$ cat src/rtl/harness_macros.svh
/* Width, memory map, SRAM depth and debug delay constants
   shared by the harness fabric */

`ifndef HARNESS_MACROS_SVH
`define HARNESS_MACROS_SVH

// ----------------------------------------------------------
// Widths
// ----------------------------------------------------------
`define HARNESS_ADDR_W 32
`define HARNESS_DATA_W 32
`define HARNESS_CNT_W 16

// ----------------------------------------------------------
// Memory map
// ----------------------------------------------------------
`define HARNESS_DBG_BASE 32'h0000_0000
`define HARNESS_DBG_LEN 32'h0000_0100
`define HARNESS_ROM_BASE 32'h0001_0000
`define HARNESS_ROM_LEN 32'h0000_0040
// SRAM occupies the upper half and wraps at its depth
`define HARNESS_SRAM_BASE 32'h8000_0000

// SRAM depth in words
`define HARNESS_SRAM_WORDS 256

// Cycles after power-on reset with the halt request held back
`define HARNESS_DM_DELAY 20

`endif

$ cat src/rtl/harness_pkg.sv
/* Shared vector types, target codes and bus FSM states */

`include "harness_macros.svh"

package harness_pkg;

  // ----------------------------------------------------------
  // Bus and debug vectors
  // ----------------------------------------------------------
  typedef logic [`HARNESS_ADDR_W-1:0]   addr_t;
  typedef logic [`HARNESS_DATA_W-1:0]   data_t;
  typedef logic [`HARNESS_DATA_W/8-1:0] strb_t;
  typedef logic [1:0]                   dmi_addr_t;
  typedef logic [`HARNESS_CNT_W-1:0]    count_t;

  // Decoded target of a bus access
  typedef logic [1:0] target_t;

  localparam target_t TGT_NONE = 2'd0;
  localparam target_t TGT_ROM  = 2'd1;
  localparam target_t TGT_SRAM = 2'd2;
  localparam target_t TGT_DBG  = 2'd3;

  // Fabric handshake FSM
  typedef enum logic [1:0] {
    BUS_IDLE,
    BUS_ACCESS,
    BUS_ACK,
    BUS_RELEASE
  } bus_state_e;

endpackage

$ cat src/rtl/debug_unit.sv
/* Debug unit: four-phase register port, haltreq and ndmreset control,
   data0 bus window and the delayed halt-request gate */

`timescale 1ns/1ps
`include "harness_macros.svh"

module debug_unit (
  input  logic                   clk_i,
  input  logic                   rst_ni,
  input  logic                   dmi_req_i,
  input  logic                   dmi_we_i,
  input  harness_pkg::dmi_addr_t dmi_addr_i,
  input  harness_pkg::data_t     dmi_wdata_i,
  output logic                   dmi_ack_o,
  output harness_pkg::data_t     dmi_rdata_o,
  input  logic                   debug_enable_i,
  input  logic                   bus_req_i,
  input  logic                   bus_we_i,
  input  harness_pkg::strb_t     bus_be_i,
  input  harness_pkg::data_t     bus_wdata_i,
  output harness_pkg::data_t     bus_rdata_o,
  output logic                   ndmreset_o,
  output logic                   debug_req_o
);

  import harness_pkg::*;

  localparam dmi_addr_t DMI_CONTROL = 2'd0;
  localparam dmi_addr_t DMI_DATA0   = 2'd1;
  localparam dmi_addr_t DMI_STATUS  = 2'd2;

  logic   dmi_access;
  logic   haltreq_q;
  data_t  data0_q;
  data_t  dmi_rdata_mux;
  count_t dly_q;

  // New access only while ack is still low
  assign dmi_access = dmi_req_i & ~dmi_ack_o;

  // ----------------------------------------------------------
  // Register port
  // ----------------------------------------------------------
  always_ff @(posedge clk_i or negedge rst_ni) begin
    if (!rst_ni) begin
      dmi_ack_o  <= 1'b0;
      haltreq_q  <= 1'b0;
      ndmreset_o <= 1'b0;
    end else if (dmi_access) begin
      dmi_ack_o <= 1'b1;
      if (dmi_we_i && dmi_addr_i == DMI_CONTROL) begin
        haltreq_q  <= dmi_wdata_i[0];
        ndmreset_o <= dmi_wdata_i[1];
      end
    end else if (!dmi_req_i) begin
      dmi_ack_o <= 1'b0;
    end
  end

  always_comb begin
    case (dmi_addr_i)
      DMI_CONTROL: dmi_rdata_mux = data_t'({ndmreset_o, haltreq_q});
      DMI_DATA0:   dmi_rdata_mux = data0_q;
      DMI_STATUS:  dmi_rdata_mux = data_t'(debug_req_o);
      default:     dmi_rdata_mux = '0;
    endcase
  end

  // data0 is shared, the bus side wins a same-cycle write
  always_ff @(posedge clk_i) begin
    if (dmi_access) begin
      dmi_rdata_o <= dmi_rdata_mux;
    end
    if (bus_req_i && bus_we_i) begin
      for (int b = 0; b < $bits(strb_t); b++) begin
        if (bus_be_i[b]) begin
          data0_q[8*b +: 8] <= bus_wdata_i[8*b +: 8];
        end
      end
    end else if (dmi_access && dmi_we_i && dmi_addr_i == DMI_DATA0) begin
      data0_q <= dmi_wdata_i;
    end
    if (bus_req_i) begin
      bus_rdata_o <= data0_q;
    end
  end

  // ----------------------------------------------------------
  // Halt request gate
  // ----------------------------------------------------------
  always_ff @(posedge clk_i or negedge rst_ni) begin
    if (!rst_ni) begin
      dly_q <= count_t'(`HARNESS_DM_DELAY);
    end else if (dly_q != '0) begin
      dly_q <= dly_q - count_t'(1);
    end
  end

  assign debug_req_o = (dly_q == '0) & debug_enable_i & haltreq_q;

endmodule

$ cat config.mk
export PLATFORM = sky130hd
export DESIGN_NAME = debug_unit
export DESIGN_NICKNAME = d
export VERILOG_FILES = /design/src/rtl/harness_pkg.sv /design/src/rtl/debug_unit.sv
export VERILOG_INCLUDE_DIRS = /design/src /design/src/rtl
export SDC_FILE = /design/constraint.sdc
export NUM_CORES = 1
export LEC_CHECK = 0
export BUFFER_PORTS_ARGS = -buffer_cell sky130_fd_sc_hd__clkbuf_2
export CELL_PAD_IN_SITES_DETAIL_PLACEMENT = 1
export CELL_PAD_IN_SITES_GLOBAL_PLACEMENT = 1
export CORE_ASPECT_RATIO = 1.25
export CORE_MARGIN = 5
export CORE_UTILIZATION = 32
export CTS_CLUSTER_DIAMETER = 30
export CTS_CLUSTER_SIZE = 14
export DETAILED_ROUTE_END_ITERATION = 8
export PLACE_DENSITY = 0.63
export SYNTH_ARGS = -nofsm -noshare
export SYNTH_HDL_FRONTEND = slang
export SYNTH_SLANG_ARGS = --single-unit
$ cat constraint.sdc
create_clock -name clk_i -period 4 [get_ports clk_i]
set_clock_uncertainty 0.1 [all_clocks]
set_input_delay 0 -clock clk_i [delete_from_list [all_inputs] [get_ports clk_i]]
set_output_delay 0 -clock clk_i [all_outputs]
set_load 0.01 [all_outputs]
==> Word-level counts from Yosys, hierarchy flattened <==
Cells that the tools add are included.
{ "op_classes": {"addsub": 1, "multipliers": 0, "n_div": 0, "order_cmp": 0, "n_eq_ne": 7, "shifts": 0, "n_mux": 9, "bitwise": 4, "reduce_logical": 13} }
{ "ops": {"columns": ["operator", "n"], "rows": [
  ["32-bit one-hot mux with 3 select lines", 1],
  ["32-bit 2-to-1 mux", 2],
  ["8-bit 2-to-1 mux", 4],
  ["16-bit logical NOT", 1],
  ["16-bit nonzero test", 1],
  ["16-bit by 1-bit subtractor with 16-bit output (second input constant)", 1],
  ["2-bit AND reduction", 5],
  ["2-bit != test (second input constant)", 4],
  ["1-bit logical AND", 4],
  ["1-bit bitwise AND", 3],
  ["2-bit by 1-bit == test with 1-bit output (second input constant)", 1],
  ["2-bit == test (second input constant)", 1],
  ["2-bit logical NOT", 1],
  ["1-bit 2-to-1 mux", 2],
  ["2-bit by 1-bit != test with 1-bit output (second input constant)", 1],
  ["2-bit nonzero test", 1],
  ["1-bit NOT", 1]
]} }
{ "word_totals": {"ff_bits": 115, "latch_bits": 0, "ramBits": 0, "mem_bits_ro": 0, "input_bits": 77, "memories": 0} }

==> Depth between registers and ports, before layout <==
Gate-level depths: netlist (run 1).
{ "depth": {"word_depth": 6, "mapped_depth": 7} }

==> Worst setup path before layout (run 1) <==
Ideal clock, no wire load.
{ "synth_timing": {"path_type": "reg-to-reg", "from": "register dmi_ack_o", "to": "register data0_q[0] (enable)", "setup_time_ps": 312, "arrival_ps": 2550, "slack_ps": 1037, "path_stages_with_launch": 4, "period_less_slack_ps": 2963, "path_cell_list": "dfrtp_1 -> nor2b_1 -> and4_1 -> a31o_2"} }
{ "synth_via": {"elab_chain_len": 6} }
{ "synth_rtl": {"columns": ["item", "line", "source"], "rows": [
  ["start, declared", "debug_unit.sv:14", "output logic dmi_ack_o,"],
  ["start signal, assigned", "debug_unit.sv:46", "dmi_ack_o <= 1'b0;"],
  ["start signal, assigned", "debug_unit.sv:50", "dmi_ack_o <= 1'b1;"],
  ["start signal, assigned", "debug_unit.sv:56", "dmi_ack_o <= 1'b0;"],
  ["1-bit NOT", "debug_unit.sv:39", "assign dmi_access = dmi_req_i & ~dmi_ack_o;"],
  ["1-bit bitwise AND", "debug_unit.sv:39", null],
  ["via dmi_access", "debug_unit.sv:32", "logic dmi_access;"],
  ["1-bit logical AND (2 in series)", "debug_unit.sv:80", "end else if (dmi_access && dmi_we_i && dmi_addr_i == DMI_DATA0) begin"],
  ["2-bit nonzero test (no source line)", null, null],
  ["2-bit AND reduction (no source line)", null, null],
  ["end signal, assigned by index", "debug_unit.sv:77", "data0_q[8*b +: 8] <= bus_wdata_i[8*b +: 8];"],
  ["end signal, assigned", "debug_unit.sv:81", "data0_q <= dmi_wdata_i;"],
  ["end, declared", "debug_unit.sv:34", "data_t data0_q;"]
]} }
The timed path passes the listed nets, and every way through them passes these cells.
A chain may end at the register's enable or synchronous reset.

==> Worst setup path after layout (run 1) <==
{ "layout_timing": {"from": "register dly_q[1]", "to": "register dmi_rdata_o[0], data pin"} }
{ "layout_via": {"elab_chain_len": 4} }
{ "layout_rtl": {"columns": ["item", "line", "source"], "rows": [
  ["start, declared", "debug_unit.sv:36", "count_t dly_q;"],
  ["start signal, assigned", "debug_unit.sv:93", "dly_q <= count_t'(`HARNESS_DM_DELAY);"],
  ["start signal, assigned", "debug_unit.sv:95", "dly_q <= dly_q - count_t'(1);"],
  ["16-bit logical NOT", "debug_unit.sv:99", "assign debug_req_o = (dly_q == '0) & debug_enable_i & haltreq_q;"],
  ["1-bit bitwise AND (2 in series)", "debug_unit.sv:99", null],
  ["32-bit one-hot mux with 3 select lines", "debug_unit.sv:61", "case (dmi_addr_i)"],
  ["via dmi_rdata_mux[0]", "debug_unit.sv:35", "data_t dmi_rdata_mux;"],
  ["end signal, assigned", "debug_unit.sv:72", "dmi_rdata_o <= dmi_rdata_mux;"],
  ["end, declared", "debug_unit.sv:15", "output harness_pkg::data_t dmi_rdata_o,"]
]} }
The timed path passes the listed nets, and every way through them passes these cells.

==> flow_summary.ini, run 1 <==
[clock_tree]
numCtsBuffers = 17
ctsResizeCount = 0
clkTransAtPathRegs_ns = 0.06
cts_sinks = 115
clk_latency_ns = 0.41
cts-root-buf = clkbuf_16
cts_setup_buffers = 0
ctsHtreeMaxLevel = 4
cts_tree = built
clockBufferDepth = 2

[logic_synthesis]
synthesis.area_sq_um = 4510
synth-edff-count = 96
yosysMostFrequentCell = edfxtp_1
synth_top_family_by_area = simple AND/OR/NAND/NOR gates
synthFlopType = edfxtp_1
syn_nets = 339
ys_seq_elements = 115
netlist_instances = 260
async_flop_share_pct = 16.5
synth-simple-area-share_pct = 10.3
synth_compound_area_share_pct = 2.05
synth_top_area_share_pct = 64.0
synth.area.top_cells = edfxtp_1, dfrtp_1, mux2_2, and2_1, xor2_1
synthAdderAreaFrac_pct = 0.555
ys_seq_area_share_pct = 74.6
synthMuxAreaShare_pct = 9.16
syn_area_per_cell_sq_um = 17.3
synth_xor_area_share_pct = 2.14
ys_types = 38
ys_top_cells_by_count = edfxtp_1, mux2_2, and2_1, dfrtp_1, xor2_1
synth.yosys.warnings = 0
yosys.area.top_type = edfxtp_1

[timing]
fin_ws_ns = 1.20
hold_violations = 0
fmax_ghz = 0.357
drv_slew = 0
setup_tns_ns = 0
setup_viol = 0
rsz0062_at_grt = no
worst_pin_slew_ns = 0.901
maxSlewHeadroom_pct = 39.7
min_period_ns = 2.80
min_period_over_period_pct = 70.1

[power]
share_seq_of_total_power_pct = 43.4
peakVddDrop_v = 0.000226
sw_frac_of_total_pct = 21.4
p_sw_uw = 677
power.density_nw_per_um2 = 467
clock_power_share_pct = 48.3
p_leak_uw = 0.00295
internal-power_uw = 2490
combPwrFrac_pct = 8.2

[global_routing]
grt_pass1_vias = 3318
met2_usage_pct = 26.3
grt_use_total_pct = 14.3
grt_start_max_net_pins = 37
grtUsageMet3_pct = 4.28
top_usage_layer = met2
antenna_found_initial = 0
overflow = 0
met1_usage_pct = 15.7
grt_pass1_wl_microns = 17600

[finish]
area_growth_pct = 50.5
fillCellCount = 1410
layout-drive-gt1-share_pct = 44.8
nNetsFinal = 570
regArea_sq_um = 3360
n_antenna_cell = 0
multiInputGateArea_sq_um = 1100

[route]
wl_microns = 11600
drtAntennaViolNets = 0
wl_per_cell_microns = 17.1
vias_per_cell = 4.49
drtIter0Drc = 89
vias = 3049
drc_errors = 0
dr.pass1.iters = 4

[floorplan]
ios = 144
die_x_microns = 116
initial_core_util_pct = 32.6
coreArea_sq_um = 13800
fp.dieH_microns = 143
rows = 48
die-area_sq_um = 16600

[critical_path]
required_ns = 4.17
critPathMaxFanout = 9
crit_slowest_cell = nor4_4
crit_arrival_ns = 2.97
worst_setup_path_end_kind = flip-flop
start_kind = flip-flop
path_buf_inv = 2
slowest_delay_ns = 0.57
worstPathCellList = inv_1 -> ha_1 -> or4b_4 -> nor4_4 -> a31oi_1 -> a21oi_1 -> dlygate4sd3_1
worstSetupPathType = reg2reg
crit_family = simple AND/OR/NAND/NOR gates

[placed_design]
dp_hpwl_microns = 7760
io_buffer_count = 143
place.gp.congestion = 0.752
pre_cts_ws_ns = 1.69

[run]
drv_cap = 0

[hold_path]
hold_class = in2reg

[status]
outcome = completed
cell type report:
cell class,count,share of cell area (%)
repair buffers,220,21.8
multi-input cells,133,16.3
clock inverters,15,2.64
clock buffers,17,6.27
flip-flops and latches,115,49.5
inverters,4,0.221
well taps,175,3.23
per-layer routing:
| metal | up-vias | routed length (microns) |
|---|---|---|
| met5 | - | 0 |
| met4 | 0 | 52 |
| met3 | 6 | 781 |
| met2 | 110 | 6230 |
| met1 | 1484 | 4510 |
| li1 | 1449 | - |
flip-flops by register name (all words and copies together) (netlist names):
| name | flops |
|---|---|
| bus_rdata_o | 32 |
| data0_q | 32 |
| dmi_rdata_o | 32 |
| dly_q | 16 |
| dmi_ack_o | 1 |
| haltreq_q | 1 |
| ndmreset_o | 1 |
cell families after synthesis:
| kind of cell | after synthesis |
|---|---|
| DFF | 115 |
| and+or+nand+nor | 70 |
| adders and majority gates | 2 |
| AOI/OAI and AO/OA | 13 |
| xor gates and xnor gates | 11 |
| buffers and inverters | 12 |
| muxes | 37 |
cell usage in the layout, fill, tap and decap left out, types with 3 or more instances in the layout:
cell type,n
clkbuf_2,143
edfxtp_1,96
dlygate4sd3_1,74
mux2_2,34
and2_1,30
clkbuf_16,17
dfrtp_1,17
xor2_1,10
nor3_1,7
nor4_1,6
nor2_1,5
inv_1,4
a31o_2,4
inv_6,4
clkinv_4,4
mux2i_1,3
nand2b_1,3
o21ai_0,3
clkinv_2,3
bufinv_16,3
buf_4,3
power groups by stage:
stage,clock [uW],combinational (uW),sequential [uW]
3_5_place_dp,0,190,1400
5_1_grt,1630,284,1380
4_1_cts,1560,264,1380
2_1_floorplan,0,64.2,1410
3_3_place_gp,0,186,1400
6_report,1530,260,1380
worst paths after layout:
kind                             start         endpoint  slack [ns]  depth (start not counted)
max reg2reg                   dly_q[1]   dmi_rdata_o[0]        1.20                          7
max                           dly_q[1]   dmi_rdata_o[0]        1.20                          7
min in group asynchronous       rst_ni         dly_q[4]        0.53                          3
min reg2reg                data0_q[27]  bus_rdata_o[27]        0.34                          0
max in group asynchronous       rst_ni        dly_q[12]        2.04                          4
min                        bus_be_i[3]      data0_q[24]        0.02                          2
metrics by stage:
step           cell area (sq um)  total power, uW  instances  hold slack (ns)  utilization, %
6_report                    6780             3170        679           0.0233            49.1
5_1_grt                     6780             3300        679           0.0317            49.1
3_3_place_gp                5440             1580        573           -0.117            39.4
3_5_place_dp                5440             1590        573           -0.115            39.4
4_1_cts                     6780             3200        679           0.0165            49.1
2_1_floorplan               4510             1480        260           -0.396               -
what timing repair did:
action                                  4_1_cts  5_1_grt
hold buffers                                 74        0
endpoints found under the setup margin        0        0
endpoints found under the hold margin        56        0
Note: power is estimated with default switching activity, not from simulation.
==> inputs of run 2 (changes only) <==
--- a/config.mk
+++ b/config.mk
@@ -6,6 +6,7 @@
 export SDC_FILE = /design/constraint.sdc
 export NUM_CORES = 1
 export LEC_CHECK = 0
+export ABC_AREA = 1
 export BUFFER_PORTS_ARGS = -buffer_cell sky130_fd_sc_hd__clkbuf_2
 export CELL_PAD_IN_SITES_DETAIL_PLACEMENT = 1
 export CELL_PAD_IN_SITES_GLOBAL_PLACEMENT = 1
@@ -15,7 +16,7 @@
 export CTS_CLUSTER_DIAMETER = 30
 export CTS_CLUSTER_SIZE = 14
 export DETAILED_ROUTE_END_ITERATION = 8
-export PLACE_DENSITY = 0.63
+export PLACE_DENSITY = 0.67
 export SYNTH_ARGS = -nofsm -noshare
 export SYNTH_HDL_FRONTEND = slang
 export SYNTH_SLANG_ARGS = --single-unit
==> constraint.sdc (replaced) <==
create_clock -name clk_i -period 2.3 [get_ports clk_i]
set_clock_uncertainty 0.1 [all_clocks]
set_input_delay 0 -clock clk_i [delete_from_list [all_inputs] [get_ports clk_i]]
set_output_delay 0 -clock clk_i [all_outputs]
set_load 0.01 [all_outputs]
==> flow_summary.ini, run 2 <==
[floorplan]
rows = 49
initial_core_util_pct = 32.9
die-area_sq_um = 17400
fp.dieH_microns = 146
die_x_microns = 119
coreArea_sq_um = 14500
ios = 144

[run]
drv_cap = 0

[placed_design]
io_buffer_count = 143
place.gp.congestion = 0.880
dp_hpwl_microns = 9240
dp_cells = 679

[logic_synthesis]
ys_top_cells_by_count = edfxtp_1, nor2_1, inv_1, nand2_1, mux2_4
synthAdderAreaFrac_pct = 0.526
async_flop_share_pct = 16.5
synth_top_family_by_area = simple AND/OR/NAND/NOR gates
synth_xor_area_share_pct = 0.921
synthFlopType = edfxtp_1
ys_seq_elements = 115
yosys.area.top_type = edfxtp_1
netlist_instances = 360
synth-simple-area-share_pct = 11.5
synth.yosys.warnings = 0
ys_types = 27
synthMuxAreaShare_pct = 9.08
syn_area_per_cell_sq_um = 13.2
synth-edff-count = 96
synth_top_area_share_pct = 60.6
yosysMostFrequentCell = edfxtp_1
synthesis.area_sq_um = 4750
synth_compound_area_share_pct = 1.97
syn_nets = 439
synth.area.top_cells = edfxtp_1, dfrtp_1, mux2_4, nor2_1, inv_1
ys_seq_area_share_pct = 70.7

[critical_path]
r2r-start = dly_q[0]
critPathMaxFanout = 3
startpoint = dly_q[0]
slowest_delay_ns = 0.56
ff2ff_path_depth = 7
start_kind = flip-flop
crit_arrival_ns = 2.13
required_ns = 2.47
ff2ff_setup_slack_ns = 0.34
r2r_end = dmi_rdata_o[0]
crit_family = buffers and inverters
path_buf_inv = 2
worst_setup_path_end_kind = flip-flop
worstSetupPathType = reg2reg
worstPathCellList = inv_1 -> ha_1 -> nand2_1 -> nor2_1 -> nand4_1 -> a21oi_1 -> dlygate4sd3_1
crit_slowest_cell = dlygate4sd3_1

[clock_tree]
ctsHtreeMaxLevel = 4
clockBufferDepth = 2
numCtsBuffers = 17
ctsResizeCount = 0
cts_tree = built
cts-root-buf = clkbuf_16
cts_sinks = 115
clkTransAtPathRegs_ns = 0.05
clk_latency_ns = 0.40

[power]
p_leak_uw = 0.00336
peakVddDrop_v = 0.000327
power.density_nw_per_um2 = 789

[route]
drc_errors = 0
wl_per_cell_microns = 16.9
wl_microns = 13200
drtIter0Drc = 106
vias = 3452
drtAntennaViolNets = 0
dr.pass1.iters = 5
vias_per_cell = 4.42

[timing]
min_period_ns = 1.96
worst_pin_slew_ns = 0.530
maxSlewHeadroom_pct = 64.6
drv_slew = 0
setup_tns_ns = 0
fmax_ghz = 0.509
setup_viol = 0
rsz0062_at_grt = no
hold_violations = 0
min_period_over_period_pct = 85.4

[finish]
nNetsFinal = 670
fillCellCount = 1578
finalNonFillerCells = 781
reg_top3 = bus_rdata_o: 32 flops, data0_q: 32 flops, dmi_rdata_o: 32 flops
area_growth_pct = 47.6
layout-drive-gt1-share_pct = 36.5
multiInputGateArea_sq_um = 1150
final_cell_mix = clkbuf_2, edfxtp_1, dlygate4sd3_1
n_antenna_cell = 0
regArea_sq_um = 3360
layout_commonest_cell = clkbuf_2

[global_routing]
antenna_found_initial = 0
grt_pass1_wl_microns = 21300
grt_pass1_vias = 3912
overflow = 0
grt_use_total_pct = 15.8
grt_start_max_net_pins = 37

[status]
outcome = completed

[hold_path]
hold_class = in2async
[run 2: final cells by class]
class | count | area share, %
clock buffers | 17 | 6.06
repair buffers | 219 | 21.0
well taps | 178 | 3.17
multi-input cells | 184 | 16.4
inverters | 54 | 2.91
flip-flops and latches | 115 | 47.9
clock inverters | 14 | 2.57
[run 2: cells by family after synthesis]
logic type                 Yosys count
and+or+nand+nor                    129
DFF                                115
buffers and inverters               61
muxes                               30
AOI/OAI and AO/OA                   18
xor gates and xnor gates             5
adders and majority gates            2
[run 2: timing repair]
item / CTS / global route
hold endpoints to repair: 55 / 0
setup buffers: 0 / 0
hold buffers: 71 / 0
[run 2: worst max path at each step]
stage                endpoint  slack, ns  depth (start not counted)
2_1_floorplan  dmi_rdata_o[0]       0.50                          1
3_3_place_gp       data0_q[4]       0.63                          3
3_5_place_dp      data0_q[21]       0.56                          3
4_1_cts        dmi_rdata_o[0]       0.33                          7
5_1_grt        dmi_rdata_o[0]       0.14                          7
6_report       dmi_rdata_o[0]       0.34                          7
[run 2: stage by stage]
step | hold WS (ns) | power (uW) | cell area, sq um | setup WS (ns) | util [%]
4_1_cts | 0.00936 | 5570 | 7020 | 0.331 | 48.5
3_5_place_dp | -0.0934 | 2800 | 5700 | 0.565 | 39.4
6_report | 0.0121 | 5530 | 7020 | 0.336 | 48.5
5_1_grt | 0.0760 | 5760 | 7020 | 0.144 | 48.5
2_1_floorplan | -0.396 | 2600 | 4760 | 0.504 | -
3_3_place_gp | -0.101 | 2790 | 5700 | 0.627 | 39.4
[run 2: routing by layer]
| layer | vias to the layer above | GRT usage, % | wire, microns | share of wire, % |
|---|---|---|---|---|
| li1 | 1660 | - | - | - |
| met1 | 1661 | 18.0 | 5080 | 39 |
| met2 | 120 | 28.6 | 7060 | 54 |
| met3 | 11 | 4.49 | 882 | 6.7 |
| met4 | 0 | 4.58 | 147 | 1.1 |
| met5 | - | 0 | 0 | 0 |
[run 2: report_power, final]
group	internal [uW]	leakage [uW]	total [uW]	switching, uW
sequential	2360	0.00117	2400	35.6
combinational	268	0.00190	487	219
clock	1710	0.000290	2650	943
==> inputs of run 3 (changes only) <==
--- a/config.mk
+++ b/config.mk
@@ -16,7 +16,8 @@
 export CTS_CLUSTER_DIAMETER = 30
 export CTS_CLUSTER_SIZE = 14
 export DETAILED_ROUTE_END_ITERATION = 8
-export PLACE_DENSITY = 0.67
+export PLACE_DENSITY = 0.64
+export SETUP_SLACK_MARGIN = 0.3
 export SYNTH_ARGS = -nofsm -noshare
 export SYNTH_HDL_FRONTEND = slang
 export SYNTH_SLANG_ARGS = --single-unit
==> constraint.sdc (replaced) <==
create_clock -name clk_i -period 1.85 [get_ports clk_i]
set_clock_uncertainty 0.1 [all_clocks]
set_input_delay 0 -clock clk_i [delete_from_list [all_inputs] [get_ports clk_i]]
set_output_delay 0 -clock clk_i [all_outputs]
set_load 0.01 [all_outputs]
==> flow_summary.ini, run 3 (synthesized netlist as in run 2, its figures left out) <==
[hold_path]
hold_class = in2reg

[critical_path]
crit_arrival_ns = 1.51
ff2ff_setup_slack_ns = 0.30
crit_cells = 6
ff2ff_path_depth = 8
critPathMaxFanout = 3
worst_setup_path_end_kind = output pin
crit_slowest_cell = dfrtp_1
crit_family = simple AND/OR/NAND/NOR gates
path_buf_inv = 1
worstSetupPathType = reg2out
endpoint = debug_req_o
required_ns = 1.75
r2r-start = dly_q[7]
worstPathCellList = nor2_2 -> nand2_2 -> nor2_2 -> nand2_2 -> nor2_2 -> buf_2
r2r_end = dly_q[11]
startpoint = dly_q[7]
start_kind = flip-flop
crit_top_cell = nor2_2
slowest_delay_ns = 0.41

[floorplan]
coreArea_sq_um = 14500
die_x_microns = 119
rows = 49
die-area_sq_um = 17400
fp.dieH_microns = 146
ios = 144
initial_core_util_pct = 32.9

[clock_tree]
clkTransAtPathRegs_ns = 0.06
cts_tree = built
numCtsBuffers = 17
ctsHtreeMaxLevel = 4
cts_sinks = 115
clockBufferDepth = 2
cts-root-buf = clkbuf_16
clk_latency_ns = 0.41

[global_routing]
grt_use_total_pct = 16.2
overflow = 0
grt_start_max_net_pins = 37
grt_pass1_vias = 3904
grt_pass1_wl_microns = 21400
antenna_found_initial = 0

[placed_design]
place.gp.congestion = 0.859
io_buffer_count = 143
dpl_cell_area_sq_um = 5710
dp_hpwl_microns = 9190

[route]
drtAntennaViolNets = 0
dr.pass1.iters = 4
vias = 3604
wl_microns = 14200
drtIter0Drc = 112
drc_errors = 0
wl_per_cell_microns = 17.7
vias_per_cell = 4.48

[timing]
fmax_ghz = 0.621
rsz0062_at_grt = yes
hold_violations = 0
worst_pin_slew_ns = 0.818
drv_slew = 0
maxSlewHeadroom_pct = 45.5
setup_tns_ns = 0
setup_viol = 0
min_period_over_period_pct = 87.0
min_period_ns = 1.61

[power]
power.density_nw_per_um2 = 938
share_seq_of_total_power_pct = 42.9
clock_power_share_pct = 48.0
internal-power_uw = 5400
peakVddDrop_v = 0.000455
p_leak_uw = 0.00351
p_sw_uw = 1550
sw_frac_of_total_pct = 22.3
combPwrFrac_pct = 9.1

[finish]
nNetsFinal = 694
fillCellCount = 1532
final_cell_mix = clkbuf_2, edfxtp_1, dlygate4sd3_1
area_growth_pct = 55.8
layout-drive-gt1-share_pct = 42.6
layout_commonest_cell = clkbuf_2
reg_top3 = bus_rdata_o: 32 flops, data0_q: 32 flops, dmi_rdata_o: 32 flops
finalInstanceArea_sq_um = 7410
utilization_pct = 51.2
n_antenna_cell = 0

[run]
drv_cap = 0

[status]
outcome = completed
## run 3: changes by cell type in the layout (fill, tap and decap cells not counted), sizes merged
cell	delta
dlygate4sd3	+3
inv	+2
clkbuf	-1
buf	+21
dlymetal6s4s	+1
clkinv	-2
## run 3: stage by stage
stage	worst slack [ns]	total power [uW]	hold WS [ns]	cells
final	0.240	6950	0.00685	805
after global routing	0.152	7220	0.0408	805
after CTS	0.229	7000	0.0217	801
after detailed placement	0.0821	3490	-0.0990	679
after global placement	0.166	3470	-0.101	679
after floorplan	0.352	3230	-0.396	360
## run 3: worst min path at each step
stage,cells past startpoint,to,start,slack (ns)
after detailed placement,1,dly_q[3],rst_ni,-0.1
after floorplan,0,dly_q[0],rst_ni,-0.40
after CTS,3,data0_q[5],bus_be_i[0],0.02
after global routing,4,ndmreset_o,dmi_we_i,0.04
final,4,ndmreset_o,dmi_we_i,0.007
after global placement,1,dly_q[0],rst_ni,-0.10
## run 3: per-layer routing
metal  track usage (%)  vias up  part of all wire (%)
met4              5.51        0                   2.3
met3              6.00       25                   7.2
li1                  -     1716                     -
met2              28.9      134                    53
met1              17.7     1729                    38
met5                 0        -                     0
## run 3: what timing repair did
item,4_1_cts,5_1_grt
endpoints found under the setup margin,33,49
resized for setup,24,22
hold endpoints to repair,79,0
cloned,0,0
pin swaps,9,11
buffers inserted,16,4
hold buffers,75,0
## run 3: area by class of cell
type,instances,area [sq um],area share [%]
clock buffers,17,425,5.74
multi-input cells,184,1330,17.9
clock inverters,14,180,2.43
repair buffers,243,1680,22.7
well taps,178,223,3.01
flip-flops and latches,115,3360,45.4
inverters,54,205,2.77
## run 3: worst register-to-register path: stages (launching register included)
cell	delay, ns
dfrtp_1	0.41
nor2_2	0.16
nand2_2	0.09
nor2_2	0.15
nand2_2	0.08
buf_4	0.13
buf_4	0.14
nand3_1	0.08
o21ai_0	0.09
## run 3: power groups by stage
stage               Sequential, uW  Combinational, uW  Clock [uW]
floorplan                     3050                176           0
global placement              3030                448           0
detailed placement            3030                459           0
CTS                           2980                615        3400
global route                  2990                677        3550
finish                        2980                629        3340
